===== src/rtl/fds_map_pkg.sv =====
// disk system map package: CPU register addresses and PRG/CHR address constants
package fds_map_pkg;

	typedef logic [15:0]  addr_t;      // CPU address
	typedef logic [18:0]  prg_addr_t;  // physical PRG address
	typedef logic [18:10] chr_addr_t;  // physical CHR address, upper bits only

	// write registers
	localparam addr_t REG_TIMER_LO   = 16'h4020;
	localparam addr_t REG_TIMER_HI   = 16'h4021;
	localparam addr_t REG_TIMER_CTRL = 16'h4022;
	localparam addr_t REG_DISK_EN    = 16'h4023;
	localparam addr_t REG_DISK_CTRL  = 16'h4025;
	localparam addr_t REG_DISK_SIDE  = 16'h4027;  // extra side select register

	// read registers
	localparam addr_t REG_IRQ_STAT   = 16'h4030;
	localparam addr_t REG_DRIVE_STAT = 16'h4032;
	localparam addr_t REG_EXP_STAT   = 16'h4033;
	localparam addr_t REG_BUSY       = 16'h4029;
	localparam addr_t REG_SAVED      = 16'h4208;

	// BIOS disk data ports
	localparam addr_t PORT_READ_LO   = 16'h4CD0;
	localparam addr_t PORT_READ_HI   = 16'h4CD1;
	localparam addr_t PORT_WRITE_LO  = 16'h4CCD;
	localparam addr_t PORT_WRITE_HI  = 16'h4CCE;

	localparam logic [3:0] RAM_BANK_BASE = 4'b0001;  // work RAM at 08000-0FFFF

endpackage


===== src/rtl/fds_disk_pkg.sv =====
// disk image package: side geometry, side offsets and port sequencer state
package fds_disk_pkg;

	typedef logic [15:0] disk_pos_t;
	typedef logic [17:0] disk_off_t;
	typedef logic [1:0]  side_t;

	localparam int SIDE_BYTES   = 65500;
	localparam int DISK_END     = 65499;  // last valid position on a side
	localparam int HEADER_BYTES = 16;     // image header ahead of side 0

	// read/write port sequencer
	typedef enum logic [1:0] {
		ST_IDLE,
		ST_ARMED,   // low port seen
		ST_ACTIVE   // low then high port seen, streaming
	} port_state_t;

	// start of a side within the image
	function automatic disk_off_t side_offset(side_t side);
		int unsigned off;
		off = HEADER_BYTES + side * SIDE_BYTES;
		return disk_off_t'(off);
	endfunction

endpackage


===== src/rtl/fds_reg_ctrl.sv =====
// disk system register control: decodes CPU writes into disk state and timer load strobes
`timescale 1ns/1ps

module fds_reg_ctrl #(
	parameter int TIMER_W = 16
) (
	input  logic                clk20,
	input  logic                reset,
	input  logic                cpu_strobe,
	input  logic                cpu_we,
	input  fds_map_pkg::addr_t  cpu_addr,
	input  logic [7:0]          cpu_wdata,
	output logic                latch_lo_load,
	output logic                latch_hi_load,
	output logic                timer_ctrl_load,
	output logic                disk_en_load,
	output logic                disk_reg_en,
	output logic                disk_reset,
	output logic                write_en,
	output logic                vertical,
	output fds_disk_pkg::side_t disk_side
);
	import fds_map_pkg::*;

	logic wr_strobe;

	assign wr_strobe = cpu_strobe && cpu_we;

	// load strobes coincide with the bus strobe, the timer acts on the same edge
	assign latch_lo_load   = wr_strobe && (cpu_addr == REG_TIMER_LO);
	assign latch_hi_load   = wr_strobe && (cpu_addr == REG_TIMER_HI) && (TIMER_W > 8);
	assign timer_ctrl_load = wr_strobe && (cpu_addr == REG_TIMER_CTRL);
	assign disk_en_load    = wr_strobe && (cpu_addr == REG_DISK_EN);

	always_ff @(posedge clk20) begin
		if (reset) begin
			disk_reg_en <= 1'b0;
			disk_reset  <= 1'b0;
			write_en    <= 1'b0;
			vertical    <= 1'b0;
			disk_side   <= '0;
		end else if (wr_strobe) begin
			case (cpu_addr)
				REG_DISK_EN: begin
					disk_reg_en <= cpu_wdata[0];
				end
				REG_DISK_CTRL: begin
					disk_reset <= cpu_wdata[1];
					write_en   <= !cpu_wdata[2];  // bit 2 low selects write
					vertical   <= !cpu_wdata[3];  // bit 3 low is vertical mirroring
				end
				REG_DISK_SIDE: begin
					disk_side <= cpu_wdata[1:0];
				end
				default: begin
				end
			endcase
		end
	end

endmodule


===== src/rtl/fds_irq_timer.sv =====
// disk system IRQ timer: reload counter ticking on bus strobes, one-shot or repeat
`timescale 1ns/1ps

module fds_irq_timer #(
	parameter int TIMER_W = 16
) (
	input  logic               clk20,
	input  logic               reset,
	input  logic               cpu_strobe,
	input  logic               cpu_we,
	input  fds_map_pkg::addr_t cpu_addr,
	input  logic [7:0]         cpu_wdata,
	input  logic               latch_lo_load,
	input  logic               latch_hi_load,
	input  logic               timer_ctrl_load,
	input  logic               disk_en_load,
	input  logic               disk_reg_en,
	output logic               irq
);
	import fds_map_pkg::*;

	logic [TIMER_W-1:0] latch;
	logic [TIMER_W-1:0] count;
	logic [15:0]        latch_ext;
	logic [15:0]        latch_next;
	logic               timer_en;
	logic               timer_repeat;
	logic               irq_ack;

	assign irq_ack   = cpu_strobe && !cpu_we && (cpu_addr == REG_IRQ_STAT);
	assign latch_ext = 16'(latch);

	// byte writes into the reload value
	always_comb begin
		latch_next = latch_ext;
		if (latch_lo_load)
			latch_next[7:0] = cpu_wdata;
		if (latch_hi_load)
			latch_next[15:8] = cpu_wdata;
	end

	always_ff @(posedge clk20) begin
		if (latch_lo_load || latch_hi_load)
			latch <= TIMER_W'(latch_next);
	end

	always_ff @(posedge clk20) begin
		if (reset) begin
			timer_en     <= 1'b0;
			timer_repeat <= 1'b0;
			irq          <= 1'b0;
			count        <= '0;
		end else if (cpu_strobe) begin
			if (timer_en) begin
				if (count == '0) begin
					irq   <= 1'b1;
					count <= latch;
					if (!timer_repeat)
						timer_en <= 1'b0;
				end else begin
					count <= count - 1'b1;
				end
			end
			// register writes override the tick of the same strobe
			if (timer_ctrl_load) begin
				timer_repeat <= cpu_wdata[0];
				timer_en     <= cpu_wdata[1] && disk_reg_en;
				if (cpu_wdata[1] && disk_reg_en)
					count <= latch;
				else
					irq <= 1'b0;
			end
			if (disk_en_load && !cpu_wdata[0]) begin
				timer_en <= 1'b0;
				irq      <= 1'b0;
			end
			if (irq_ack)
				irq <= 1'b0;  // status read acknowledges
		end
	end

	a_irq_off_after_disable: assert property (@(posedge clk20) disable iff (reset)
		disk_en_load && !cpu_wdata[0] |=> !irq);

endmodule


===== src/rtl/fds_disk_stream.sv =====
// disk data stream: read/write port sequencers, disk position and image offset
`timescale 1ns/1ps

module fds_disk_stream (
	input  logic                      clk20,
	input  logic                      reset,
	input  logic                      cpu_strobe,
	input  logic                      cpu_we,
	input  fds_map_pkg::addr_t        cpu_addr,
	input  logic                      write_en,
	input  logic                      disk_reset,
	input  fds_disk_pkg::side_t       disk_side,
	output fds_disk_pkg::port_state_t rd_state,
	output fds_disk_pkg::port_state_t wr_state,
	output fds_disk_pkg::disk_off_t   disk_offset,
	output logic                      disk_end,
	output logic                      saved
);
	import fds_map_pkg::*;
	import fds_disk_pkg::*;

	disk_pos_t disk_pos;
	logic      rd_lo;
	logic      rd_hi;
	logic      wr_lo;
	logic      wr_hi;

	// low port arms, high port after low starts streaming, anything else drops back
	function automatic port_state_t seq_next(port_state_t cur, logic hit_lo, logic hit_hi);
		if (hit_lo)
			return ST_ARMED;
		if (hit_hi && cur == ST_ARMED)
			return ST_ACTIVE;
		return ST_IDLE;
	endfunction

	assign rd_lo = !cpu_we && (cpu_addr == PORT_READ_LO);
	assign rd_hi = !cpu_we && (cpu_addr == PORT_READ_HI);
	assign wr_lo = write_en && !cpu_we && (cpu_addr == PORT_WRITE_LO);
	assign wr_hi = write_en && !cpu_we && (cpu_addr == PORT_WRITE_HI);

	assign disk_end    = (disk_pos == disk_pos_t'(DISK_END));
	assign disk_offset = disk_off_t'(disk_pos) + side_offset(disk_side);

	always_ff @(posedge clk20) begin
		if (reset) begin
			rd_state <= ST_IDLE;
			wr_state <= ST_IDLE;
			saved    <= 1'b0;
			disk_pos <= '0;
		end else if (cpu_strobe) begin
			rd_state <= seq_next(rd_state, rd_lo, rd_hi);
			wr_state <= seq_next(wr_state, wr_lo, wr_hi);
			if (wr_state == ST_ACTIVE)
				saved <= 1'b1;  // sticky until reset
			if (disk_reset)
				disk_pos <= '0;
			else if (rd_state == ST_ACTIVE && !disk_end)
				disk_pos <= disk_pos + 1'b1;
		end
	end

	a_pos_in_side: assert property (@(posedge clk20) disable iff (reset)
		disk_pos <= disk_pos_t'(DISK_END));

endmodule


===== src/rtl/fds_prg_map.sv =====
// disk system memory map: PRG banking and permission, CHR mirroring, register readback
`timescale 1ns/1ps

module fds_prg_map (
	input  fds_map_pkg::addr_t        cpu_addr,
	input  logic                      cpu_we,
	input  logic [13:0]               chr_ain,
	input  logic                      vertical,
	input  fds_disk_pkg::port_state_t rd_state,
	input  fds_disk_pkg::port_state_t wr_state,
	input  fds_disk_pkg::disk_off_t   disk_offset,
	input  logic                      disk_end,
	input  logic                      saved,
	input  logic                      irq,
	input  logic                      disk_swap,
	input  logic                      busy,
	output fds_map_pkg::prg_addr_t    prg_addr,
	output logic                      prg_allow,
	output fds_map_pkg::chr_addr_t    chr_addr,
	output logic                      ciram_ce,
	output logic [7:0]                cpu_rdata
);
	import fds_map_pkg::*;
	import fds_disk_pkg::*;

	logic       rd_active;
	logic       wr_active;
	logic       in_bios;     // E000-FFFF
	logic       in_ram_wr;   // 6000-DFFF
	logic       in_ram_rd;   // 6000-7FFF
	logic       port_lo;
	logic       port_hi;
	logic       eject;
	logic       nt_a10;
	logic [5:0] disk_bank;
	logic [5:0] prg_bank;

	assign rd_active = (rd_state == ST_ACTIVE);
	assign wr_active = (wr_state == ST_ACTIVE);
	assign in_bios   = (cpu_addr[15:13] == 3'b111);
	assign in_ram_wr = cpu_addr[15] ^ (&cpu_addr[14:13]);
	assign in_ram_rd = (cpu_addr[15:13] == 3'b011);
	assign eject     = disk_swap;  // eject straight from the swap input

	// offset bytes show on the ports only between streams
	assign port_lo = ((cpu_addr == PORT_READ_LO) || (cpu_addr == PORT_WRITE_LO))
		&& !(rd_active || wr_active);
	assign port_hi = ((cpu_addr == PORT_READ_HI) || (cpu_addr == PORT_WRITE_HI))
		&& !(rd_active || wr_active);

	assign disk_bank = {1'b1, disk_offset[17:13]};

	always_comb begin
		if (in_bios)
			prg_bank = (rd_active || wr_active) ? disk_bank : 6'd0;
		else
			prg_bank = {RAM_BANK_BASE, cpu_addr[14:13]};
	end

	assign prg_addr = {prg_bank, cpu_addr[12:0]};

	always_comb begin
		if (cpu_we)
			prg_allow = in_ram_wr || wr_active;
		else
			prg_allow = in_ram_rd || (cpu_addr[15] && !(in_bios && rd_active));
	end

	// nametable mirroring
	assign nt_a10   = vertical ? chr_ain[10] : chr_ain[11];
	assign ciram_ce = chr_ain[13];
	assign chr_addr = {6'd0, chr_ain[12:11], chr_ain[13] ? nt_a10 : chr_ain[10]};

	always_comb begin
		if (cpu_addr == REG_IRQ_STAT)
			cpu_rdata = {7'd0, irq};
		else if (cpu_addr == REG_DRIVE_STAT)
			cpu_rdata = {5'd0, eject, disk_end, eject};
		else if (cpu_addr == REG_EXP_STAT)
			cpu_rdata = 8'h80;  // power good
		else if (port_lo)
			cpu_rdata = disk_offset[7:0];
		else if (port_hi)
			cpu_rdata = {3'b111, disk_offset[12:8]};
		else if (cpu_addr == REG_SAVED)
			cpu_rdata = {7'd0, saved};
		else if (cpu_addr == REG_BUSY)
			cpu_rdata = {7'd0, !busy};  // zero while busy
		else
			cpu_rdata = 8'd0;
	end

endmodule


===== src/rtl/fds_mapper.sv =====
// disk system mapper top: register control, IRQ timer, disk stream and memory map
`timescale 1ns/1ps

module fds_mapper #(
	parameter int TIMER_W = 16
) (
	input  logic                   clk20,
	input  logic                   reset,
	input  logic                   cpu_strobe,
	input  logic                   cpu_we,
	input  fds_map_pkg::addr_t     cpu_addr,
	input  logic [7:0]             cpu_wdata,
	input  logic [13:0]            chr_ain,
	input  logic                   disk_swap,
	input  logic                   busy,
	output logic [7:0]             cpu_rdata,
	output fds_map_pkg::prg_addr_t prg_addr,
	output logic                   prg_allow,
	output fds_map_pkg::chr_addr_t chr_addr,
	output logic                   ciram_ce,
	output logic                   irq,
	output fds_disk_pkg::side_t    disk_side
);
	import fds_disk_pkg::*;

	logic        latch_lo_load;
	logic        latch_hi_load;
	logic        timer_ctrl_load;
	logic        disk_en_load;
	logic        disk_reg_en;
	logic        disk_reset;
	logic        write_en;
	logic        vertical;
	port_state_t rd_state;
	port_state_t wr_state;
	disk_off_t   disk_offset;
	logic        disk_end;
	logic        saved;

	fds_reg_ctrl #(.TIMER_W(TIMER_W)) i_reg_ctrl (
		.clk20(clk20), .reset(reset), .cpu_strobe(cpu_strobe), .cpu_we(cpu_we),
		.cpu_addr(cpu_addr), .cpu_wdata(cpu_wdata),
		.latch_lo_load(latch_lo_load), .latch_hi_load(latch_hi_load),
		.timer_ctrl_load(timer_ctrl_load), .disk_en_load(disk_en_load),
		.disk_reg_en(disk_reg_en), .disk_reset(disk_reset), .write_en(write_en),
		.vertical(vertical), .disk_side(disk_side)
	);

	fds_irq_timer #(.TIMER_W(TIMER_W)) i_irq_timer (
		.clk20(clk20), .reset(reset), .cpu_strobe(cpu_strobe), .cpu_we(cpu_we),
		.cpu_addr(cpu_addr), .cpu_wdata(cpu_wdata),
		.latch_lo_load(latch_lo_load), .latch_hi_load(latch_hi_load),
		.timer_ctrl_load(timer_ctrl_load), .disk_en_load(disk_en_load),
		.disk_reg_en(disk_reg_en), .irq(irq)
	);

	fds_disk_stream i_disk_stream (
		.clk20(clk20), .reset(reset), .cpu_strobe(cpu_strobe), .cpu_we(cpu_we),
		.cpu_addr(cpu_addr), .write_en(write_en), .disk_reset(disk_reset),
		.disk_side(disk_side), .rd_state(rd_state), .wr_state(wr_state),
		.disk_offset(disk_offset), .disk_end(disk_end), .saved(saved)
	);

	fds_prg_map i_prg_map (
		.cpu_addr(cpu_addr), .cpu_we(cpu_we), .chr_ain(chr_ain), .vertical(vertical),
		.rd_state(rd_state), .wr_state(wr_state), .disk_offset(disk_offset),
		.disk_end(disk_end), .saved(saved), .irq(irq), .disk_swap(disk_swap),
		.busy(busy), .prg_addr(prg_addr), .prg_allow(prg_allow), .chr_addr(chr_addr),
		.ciram_ce(ciram_ce), .cpu_rdata(cpu_rdata)
	);

endmodule


===== config.mk =====
export PLATFORM = sky130hd
export DESIGN_NAME = fds_mapper
export DESIGN_NICKNAME = d
export VERILOG_FILES = /design/src/rtl/fds_map_pkg.sv /design/src/rtl/fds_disk_pkg.sv /design/src/rtl/fds_reg_ctrl.sv /design/src/rtl/fds_irq_timer.sv /design/src/rtl/fds_disk_stream.sv /design/src/rtl/fds_prg_map.sv /design/src/rtl/fds_mapper.sv
export SDC_FILE = /design/constraint.sdc
export NUM_CORES = 1
export LEC_CHECK = 0
export BUFFER_PORTS_ARGS = -buffer_cell sky130_fd_sc_hd__buf_2
export CAP_MARGIN = 20
export CORE_ASPECT_RATIO = 0.75
export CORE_MARGIN = 5
export CORE_UTILIZATION = 40
export DETAILED_ROUTE_END_ITERATION = 7
export SYNTH_ARGS = -nofsm -noshare
export SYNTH_HDL_FRONTEND = slang
export SYNTH_SLANG_ARGS = --single-unit

===== constraint.sdc =====
create_clock -name clk20 -period 4.3 [get_ports clk20]
set_input_delay 0.215 -clock clk20 [delete_from_list [all_inputs] [get_ports clk20]]
set_output_delay 0.215 -clock clk20 [all_outputs]
set_load 0.1 [all_outputs]

==> flow_metrics.env, run 1 <==
export IMPL_synth_area_leaders="dfxtp_1 21%, edfxtp_1 11%, ha_1 10%"
export IMPL_grt_max_degree=35
export IMPL_timing_fmax_ghz=0.2417
export IMPL_finalCritPeriodShare_pct=96.22
export IMPL_insertion_delay_ns=0.33
export IMPL_nets=654
export IMPL_final_common_cell="buf_2"
export IMPL_slew_violations=0
export IMPL_tightest_slew_ns=0.9965
export IMPL_routabilityCongestion=0.8598
export IMPL_synth_area_leader_cell="dfxtp_1"
export IMPL_core_area_um2=10900
export IMPL_post_cts_buffers=0
export IMPL_holdPathStages=1
export IMPL_place_ws_ns=0.3510
export IMPL_diodes=0
export IMPL_synth_cell_type_count=71
export IMPL_clk_pin_slew_worst_paths_ns=0.05
export IMPL_start_kind="flip-flop"
export IMPL_io_buffers=66
export IMPL_rr_startpoint="i_irq_timer.count[9]"
export IMPL_via_count=3962
export IMPL_worstPathMaxFanout=6
export IMPL_clock_path_buffers=2
export IMPL_critical_path_class="flip-flop to output port"
export IMPL_firstDrtPassIters=4
export IMPL_hpwlAfterDp_mm=8.585
export IMPL_fin_tns_setup_ns=0
export IMPL_irDropWorstVdd_mv=0.1689
export IMPL_powerDensity_nw_per_um2=283.3
export IMPL_fp_dieH_um=101.1
export IMPL_grt_pass1_wl_mm=19.00
export IMPL_wl_per_cell_um=15.77
export IMPL_wl_mm=11.33
export IMPL_syn_inst=530
export IMPL_arrival_ns=3.92
export IMPL_avgSynthCellArea_um2=8.359
export IMPL_clock_sinks=62
export IMPL_synth_edf_count=16
export IMPL_row_count=33
export IMPL_ys_warn_count=0
export IMPL_drive_above_1_share_pct=17.99
export IMPL_dpl_cell_count=701
export IMPL_holdBufCountCts=0
export IMPL_reg2regPathDepth=7
export IMPL_hold_class="input port to flip-flop"
export IMPL_finalNonFillerCells=718
export IMPL_grt_pass1_vias=3713
export IMPL_holdWs_ns=0.07825
export IMPL_antenna_found_initial=0
export IMPL_rsz0062_at_grt="false"
export IMPL_htree_levels=3
export IMPL_ff_latch_area_um2=1404
export IMPL_viasPerCell=5.518
export IMPL_slew_headroom_pct=32.86
export IMPL_holdPathEnd="i_irq_timer.latch[4]"
export IMPL_die_w_um=131.5
export IMPL_setup_violations=0
export IMPL_reg2reg_to="i_irq_timer.count[6]"
export IMPL_fillers=1083
export IMPL_r2r_slack_ns=1.96
export IMPL_hp_start="cpu_wdata[4]"
export IMPL_synth_async_sr_flop_share_pct=0
export IMPL_die_area_um2=13300
export IMPL_root_buffer="clkbuf_16"
export IMPL_drc_errors=0
export IMPL_initial_core_util_pct=40.65
export IMPL_synth_main_ff_cell="dfxtp_1"
export IMPL_worst_slack_ns=0.1626
export IMPL_cap_violations=0
export IMPL_crit_path_end_kind="output port"
export IMPL_pin_count=85
export IMPL_cts_tree="yes"
export IMPL_syn_to_final_growth_pct=14.54
export IMPL_synth_top_area_share_pct=20.79
export IMPL_ys_ff_latch=62
export IMPL_finalClockSkew_ns=0.007779
export IMPL_status="finished clean"
export IMPL_synth_area_um2=4430
export IMPL_p_leak_nw=2.108
export IMPL_multi_input_area_um2=2804
export IMPL_grt_usage_pct=17.35
export IMPL_drtIter0Drc=300
export IMPL_min_period_ns=4.137
export IMPL_hold_viol_final=0
export IMPL_crit_required_ns=4.09
export IMPL_seq_area_frac_synth_pct=31.63
export IMPL_grt_overflow_total=0
export IMPL_cts_buffers=9
export IMPL_ant_nets=0
export IMPL_final_cell_mix="65 x buf_2, 55 x nand2_1, 50 x nor2_1"
final cells by class:
type                    instances  share of cell area, %
well taps                     140                  3.452
inverters                      18                  1.331
clock buffers                  15                  5.276
repair buffers                 67                  6.928
clock inverters                 1                0.09862
multi-input cells             415                  55.25
flip-flops and latches         62                  27.66
cell families (layout without fill, tap and decap cells):
| logic type | count (synthesis) | in the layout | share of synthesized area (%) |
|---|---|---|---|
| other cells | 1 | 6 | 0.08464 |
| simple gates | 209 | 209 | 25.84 |
| compound gates | 132 | 132 | 18.38 |
| buf+inv | 58 | 101 | 7.088 |
| flops | 62 | 62 | 31.63 |
| mux | 7 | 7 | 1.610 |
| fa+ha+maj | 37 | 37 | 10.62 |
| xor+xnor | 24 | 24 | 4.745 |
through the flow:
stage	cell area [µm²]	total power [mW]	util [%]
final	5075	1.438	46.56
after global routing	5075	1.484	46.56
after CTS	5056	1.453	46.38
after detailed placement	4781	0.7881	43.86
after global placement	4781	0.7871	43.86
after floorplan	4522	0.7657	-
cell usage after synthesis, types with 7 or more instances:
cell type / count
ha_1: 36
buf_4: 22
or3_1: 7
nor2_1: 51
edfxtp_1: 16
o21ai_0: 36
inv_1: 18
nor2b_1: 7
nor3_1: 10
a21oi_1: 43
xnor2_1: 9
nand3_1: 16
nand2b_1: 9
xor2_1: 15
nand2_1: 55
nand3b_1: 7
clkbuf_1: 12
and3_1: 10
dfxtp_1: 46
state kept, by name, indices dropped and copies added, names as in the netlist, 2 cells and up:
register,flops
i_irq_timer.latch,16
i_disk_stream.disk_pos,16
i_disk_stream.wr_state,2
i_disk_stream.rd_state,2
i_irq_timer.count,16
i_reg_ctrl.disk_side,2
where the power goes:
group / switching [mW] / internal [mW]
clock network: 0.241 / 0.421
logic: 0.149 / 0.0286
registers: 0.000000882 / 0.599
total: 0.390 / 1.05
worst max path at each step:
stage / from / end / slack (ns) / cells past startpoint
2_1_floorplan: i_reg_ctrl.disk_side[0] / prg_addr[17] / -0.07 / 12
3_3_place_gp: i_reg_ctrl.disk_side[0] / prg_addr[17] / 0.40 / 13
3_5_place_dp: i_reg_ctrl.disk_side[0] / prg_addr[17] / 0.35 / 13
4_1_cts: i_reg_ctrl.disk_side[0] / prg_addr[17] / 0.12 / 13
5_1_grt: i_reg_ctrl.disk_side[0] / prg_addr[17] / 0.02 / 13
6_report: i_reg_ctrl.disk_side[0] / prg_addr[17] / 0.16 / 13
routing by layer:
layer  vias up  global-route usage (%)  part of all wire (%)
met1      1882                   24.76                    51
met3        11                   4.866                   6.0
met5         -                       0                     0
li1       1974                       -                     -
met2        95                   26.33                    42
met4         0                   3.874                  0.79
what timing repair did:
action,CTS,global route
endpoints found under the hold margin,0,0
setup endpoints to repair,1,1
resized for setup,1,1
worst max-delay path: stages (launching register included):
cell,delay [ns]
dfxtp_2,0.39
inv_1,0.08
ha_1,0.29
ha_1,0.28
ha_1,0.24
fa_1,0.41
a21oi_1,0.17
nor2b_1,0.08
a311o_1,0.41
a211o_1,0.32
o311a_1,0.31
o21a_1,0.20
nor3_4,0.17
buf_6,0.25
Power figures use the tool's default switching activity.
==> run 2, diff against run 1 <==
- clock period: 4.3 -> 3.96 ns (I/O delays scaled with it)
==> flow_metrics.env, run 2 (same netlist as run 1, synthesis figures left out) <==
export IMPL_drc_errors=0
export IMPL_slew_headroom_pct=27.43
export IMPL_clock_path_buffers=2
export IMPL_syn_to_final_growth_pct=16.66
export IMPL_dpl_cell_count=702
export IMPL_finalClockSkew_ns=0.005491
export IMPL_core_area_um2=10900
export IMPL_crit_top_cell="ha_4"
export IMPL_p_leak_nw=2.130
export IMPL_slew_violations=0
export IMPL_final_cell_mix="64 x buf_2, 55 x nand2_1, 50 x nor2_1"
export IMPL_row_count=33
export IMPL_setup_violations=0
export IMPL_nets=657
export IMPL_fp_dieH_um=101.1
export IMPL_placed_cell_area_um2=4797
export IMPL_root_buffer="clkbuf_16"
export IMPL_crit_path_start="i_reg_ctrl.disk_side[0]"
export IMPL_clock_sinks=62
export IMPL_timing_fmax_ghz=0.2614
export IMPL_grt_overflow_total=0
export IMPL_crit_family="compound AO/OA/AOI/OAI gates"
export IMPL_tightest_slew_ns=1.077
export IMPL_start_kind="flip-flop"
export IMPL_crit_path_end_kind="output port"
export IMPL_insertion_delay_ns=0.33
export IMPL_hold_class="input port to flip-flop"
export IMPL_rsz0062_at_grt="false"
export IMPL_finalNonFillerCells=721
export IMPL_multi_input_area_um2=2841
export IMPL_min_period_ns=3.826
export IMPL_grt_pass1_wl_mm=19.23
export IMPL_pin_count=85
export IMPL_finalPower_mw=1.633
export IMPL_drtIter0Drc=269
export IMPL_grt_usage_pct=17.58
export IMPL_die_w_um=131.5
export IMPL_hpwlAfterDp_mm=8.818
export IMPL_clk_pin_slew_worst_paths_ns=0.05
export IMPL_initial_core_util_pct=40.65
export IMPL_critical_path_class="flip-flop to output port"
export IMPL_fillers=1080
export IMPL_status="finished clean"
export IMPL_cts_tree="yes"
export IMPL_cp_buffers_inverters=2
export IMPL_arrival_ns=3.63
export IMPL_diodes=0
export IMPL_cap_violations=0
export IMPL_crit_chain="inv_1 > ha_4 > ha_4 > ha_4 > fa_2 > a21oi_2 > nor2b_1 > a311o_1 > a211o_1 > o311a_1 > o21a_1 > nor3_4 > buf_12"
export IMPL_ant_nets=0
export IMPL_routabilityCongestion=0.8430
export IMPL_grt_pass1_vias=3887
export IMPL_wl_mm=11.79
export IMPL_firstDrtPassIters=5
export IMPL_design_area_um2=5169
export IMPL_via_count=3993
export IMPL_crit_required_ns=3.76
export IMPL_finalCritPeriodShare_pct=96.60
export IMPL_cts_buffers=9
export IMPL_wl_per_cell_um=16.36
export IMPL_rr_startpoint="i_irq_timer.count[5]"
export IMPL_antenna_found_initial=0
export IMPL_irDropWorstVdd_mv=0.1631
export IMPL_hp_start="cpu_wdata[4]"
export IMPL_worstPathMaxFanout=6
export IMPL_htree_levels=3
export IMPL_io_buffers=66
export IMPL_grt_max_degree=35
export IMPL_powerDensity_nw_per_um2=316.0
export IMPL_die_area_um2=13300
export IMPL_fin_tns_setup_ns=0
export IMPL_drive_above_1_share_pct=19.45
export IMPL_holdWs_ns=0.05537
export IMPL_slowest_delay_ns=0.40
export IMPL_hold_viol_final=0
export IMPL_viasPerCell=5.538
export IMPL_ff_latch_area_um2=1409
export IMPL_top_regs="i_disk_stream.disk_pos: 16 flops, i_irq_timer.count: 16 flops, i_irq_timer.latch: 16 flops"
export IMPL_final_common_cell="buf_2"
export IMPL_crit_slowest_cell="fa_2"
==> run 2: changes by cell type in the layout (fill, tap and decap cells not counted), sizes merged <==
cell    delta
buf        +2
bufinv     +1
clkbuf     +1
clkinv     -1
==> run 2: area by class of cell <==
| cell class | instances | share of cell area (%) |
|---|---|---|
| Tap cell | 140 | 3.389 |
| Timing Repair Buffer | 70 | 7.311 |
| Inverter | 18 | 1.307 |
| Multi-Input combinational cell | 415 | 54.97 |
| Sequential cell | 62 | 27.26 |
| Clock inverter | 1 | 0.5810 |
| Clock buffer | 15 | 5.180 |
==> run 2: worst paths after layout <==
kind,end,slack (ns),cells after the start
setup / recovery,prg_addr[17],0.13,13
hold / removal,i_irq_timer.latch[4],0.06,1
setup reg to reg,i_irq_timer.count[6],1.54,7
hold reg to reg,i_disk_stream.wr_state[1],0.46,2
==> run 2: timing repair <==
action,4_1_cts,5_1_grt
hold buffers,0,0
setup endpoints to repair,3,4
buffers inserted,3,0
pin swaps,6,2
gates resized for setup,7,2
==> run 2: report_power, final <==
part,leakage (nW),switching (mW),internal (mW)
Clock,0.144,0.269,0.522
Combinational,1.47,0.162,0.0314
Sequential,0.516,0.000000951,0.648
Total,2.13,0.431,1.20
==> run 2: stage by stage <==
stage	utilization, %	setup WS [ns]
CTS	47.28	0.01117
global placement	44.01	0.2992
global route	47.42	0.004150
floorplan	-	-0.1627
detailed placement	44.01	0.1919
finish	47.42	0.1345
==> run 2: metal layers <==
layer / share of wire, % / vias up / track usage (%)
li1: - / 1992 / -
met1: 49 / 1866 / 25.07
met2: 43 / 121 / 26.72
met3: 6.1 / 14 / 4.667
met4: 1.1 / 0 / 4.269
met5: 0 / - / 0
==> run 3, diff against run 2 <==
- ABC_AREA: unset -> 1
==> flow_metrics.env, run 3 <==
export IMPL_start_kind="flip-flop"
export IMPL_slew_headroom_pct=48.17
export IMPL_grt_pass1_wl_mm=22.31
export IMPL_firstDrtPassIters=4
export IMPL_tightest_slew_ns=0.7775
export IMPL_status="finished clean"
export IMPL_row_count=35
export IMPL_utilization_pct=46.73
export IMPL_reg2reg_to="i_disk_stream.disk_pos[15]"
export IMPL_syn_inst=788
export IMPL_top_regs="i_disk_stream.disk_pos: 16 flops, i_irq_timer.count: 16 flops, i_irq_timer.latch: 16 flops"
export IMPL_synth_edf_count=16
export IMPL_hold_viol_final=0
export IMPL_ys_top_cells_by_count="195 x nand2_1, 102 x inv_1, 90 x nor2_1, 74 x nand3_1, 64 x a21oi_1"
export IMPL_io_buffers=66
export IMPL_ant_nets=0
export IMPL_p_leak_nw=2.851
export IMPL_drc_errors=0
export IMPL_worst_slack_ns=0.3774
export IMPL_drive_above_1_share_pct=14.54
export IMPL_crit_chain="inv_1 > ha_1 > ha_1 > ha_1 > fa_1 > nand2_1 > o21ai_0 > nand3_1 > nand2_1 > a21oi_1 > inv_1 > nand2_1 > nand3_1 > nand2_2 > buf_2"
export IMPL_grt_pass1_vias=4490
export IMPL_clock_sinks=62
export IMPL_reg2regPathDepth=11
export IMPL_viasPerCell=4.934
export IMPL_crit_path_end_kind="output port"
export IMPL_holdPathStages=1
export IMPL_synth_top_area_share_pct=17.92
export IMPL_syn_to_final_growth_pct=13.10
export IMPL_grt_usage_pct=17.91
export IMPL_cts_tree="yes"
export IMPL_cts_buffers=9
export IMPL_pin_count=85
export IMPL_nets=915
export IMPL_slowest_delay_ns=0.41
export IMPL_critical_path_class="flip-flop to output port"
export IMPL_post_cts_buffers=0
export IMPL_setup_violations=0
export IMPL_drtIter0Drc=313
export IMPL_fin_tns_setup_ns=0
export IMPL_grt_overflow_total=0
export IMPL_cts_resized=0
export IMPL_seq_area_frac_synth_pct=27.27
export IMPL_rsz0062_at_grt="false"
export IMPL_crit_required_ns=3.76
export IMPL_r2r_slack_ns=1.76
export IMPL_via_count=4959
export IMPL_synth_async_sr_flop_share_pct=0
export IMPL_yosysMostFrequentCell="nand2_1"
export IMPL_synth_main_ff_cell="dfxtp_1"
export IMPL_timing_fmax_ghz=0.2791
export IMPL_powerDensity_nw_per_um2=286.9
export IMPL_hold_class="input port to flip-flop"
export IMPL_initial_core_util_pct=41.32
export IMPL_synth_area_leader_cell="dfxtp_1"
export IMPL_final_cell_mix="194 x nand2_1, 102 x inv_1, 88 x nor2_1"
export IMPL_irDropWorstVdd_mv=0.2341
export IMPL_final_common_cell="nand2_1"
export IMPL_hp_start="cpu_wdata[4]"
export IMPL_place_ws_ns=0.7319
export IMPL_fp_dieH_um=108.2
export IMPL_avgSynthCellArea_um2=6.521
export IMPL_synth_cell_type_count=42
export IMPL_ys_warn_count=0
export IMPL_holdPathEnd="i_irq_timer.latch[4]"
export IMPL_htree_levels=3
export IMPL_ys_ff_latch=62
export IMPL_holdBufCountCts=0
export IMPL_cap_violations=0
export IMPL_wl_per_cell_um=13.28
export IMPL_routabilityCongestion=0.8902
export IMPL_finalClockSkew_ns=0.01111
export IMPL_wl_mm=13.35
export IMPL_die_w_um=140.9
export IMPL_clk_pin_slew_worst_paths_ns=0.06
export IMPL_finalCritPeriodShare_pct=90.47
export IMPL_antenna_found_initial=0
export IMPL_dpl_cell_count=989
export IMPL_synth_area_leaders="dfxtp_1 18%, nand2_1 14%, edfxtp_1 9.3%"
export IMPL_diodes=0
export IMPL_finalNonFillerCells=1005
export IMPL_arrival_ns=3.38
export IMPL_rr_startpoint="i_disk_stream.disk_pos[0]"
export IMPL_clock_path_buffers=2
export IMPL_crit_slowest_cell="buf_2"
export IMPL_finalPower_mw=1.667
export IMPL_grt_max_degree=37
export IMPL_synth_area_um2=5139
export IMPL_hpwlAfterDp_mm=10.48
export IMPL_min_period_ns=3.583
export IMPL_worstPathMaxFanout=5
export IMPL_slew_violations=0
export IMPL_die_area_um2=15240
export IMPL_insertion_delay_ns=0.33
export IMPL_root_buffer="clkbuf_16"
export IMPL_core_area_um2=12440
run 3: cell count changes after synthesis, sizes merged, moves of 6 or more:
cell	change
and3	-10
a21oi	+23
nor4	-7
nand4	+19
o21ai	-18
nor2b	-7
nand3	+62
nand2b	-9
nand2	+144
nand3b	-6
or3	-8
nor2	+48
inv	+89
run 3: area by class of cell:
type,instances,area [µm²]
Tap cell,166,207.7
Fill cell,1307,6625
Timing Repair Buffer,70,360.3
Clock inverter,6,70.07
Sequential cell,62,1403
Inverter,107,401.6
Multi-Input combinational cell,584,3131
Clock buffer,10,239.0
run 3: cells by family after synthesis:
| group | synth area share (%) |
|---|---|
| other cells | 0.07298 |
| fa+ha+maj | 9.155 |
| xor+xnor | 3.750 |
| simple gates | 36.16 |
| flops | 27.27 |
| buf+inv | 12.90 |
| compound gates | 10.49 |
| mux | 0.1948 |
run 3: power breakdown:
part | internal (mW) | total [mW] | leakage, nW | switching [mW]
Clock | 0.508 | 0.806 | 0.153 | 0.298
Sequential | 0.651 | 0.653 | 0.515 | 0.00147
Combinational | 0.0343 | 0.208 | 2.18 | 0.174
Total | 1.19 | 1.67 | 2.85 | 0.474
run 3: critical path, delay by kind of cell, from the launching register on:
kind	cells	cell delay, ns
compound gates	2	0.39
fa+ha+maj	4	1.20
buf+inv	3	0.56
flops	1	0.39
simple gates	6	0.50
run 3: layer usage:
metal  GRT usage (%)  part of all wire [%]
met1           27.86                    55
met2           25.00                    38
met3           3.492                   6.2
met4           4.426                  0.89
met5               0                     0
run 3: worst max path at each step:
| stage | startpoint | endpoint | slack (ns) | cells after the start |
|---|---|---|---|---|
| floorplan | i_reg_ctrl.disk_side[1] | prg_addr[15] | -0.44 | 12 |
| global placement | i_reg_ctrl.disk_side[1] | prg_addr[13] | 0.79 | 15 |
| detailed placement | i_reg_ctrl.disk_side[1] | prg_addr[13] | 0.73 | 15 |
| CTS | i_reg_ctrl.disk_side[1] | prg_addr[13] | 0.38 | 15 |
| global route | i_reg_ctrl.disk_side[1] | prg_addr[17] | 0.12 | 14 |
| finish | i_reg_ctrl.disk_side[1] | prg_addr[13] | 0.38 | 15 |
run 3: through the flow:
stage	hold WS, ns	cell area, µm²
2_1_floorplan	0.2881	5196
3_3_place_gp	0.3880	5503
3_5_place_dp	0.3902	5503
4_1_cts	0.04297	5812
5_1_grt	0.04110	5812
6_report	0.05189	5812
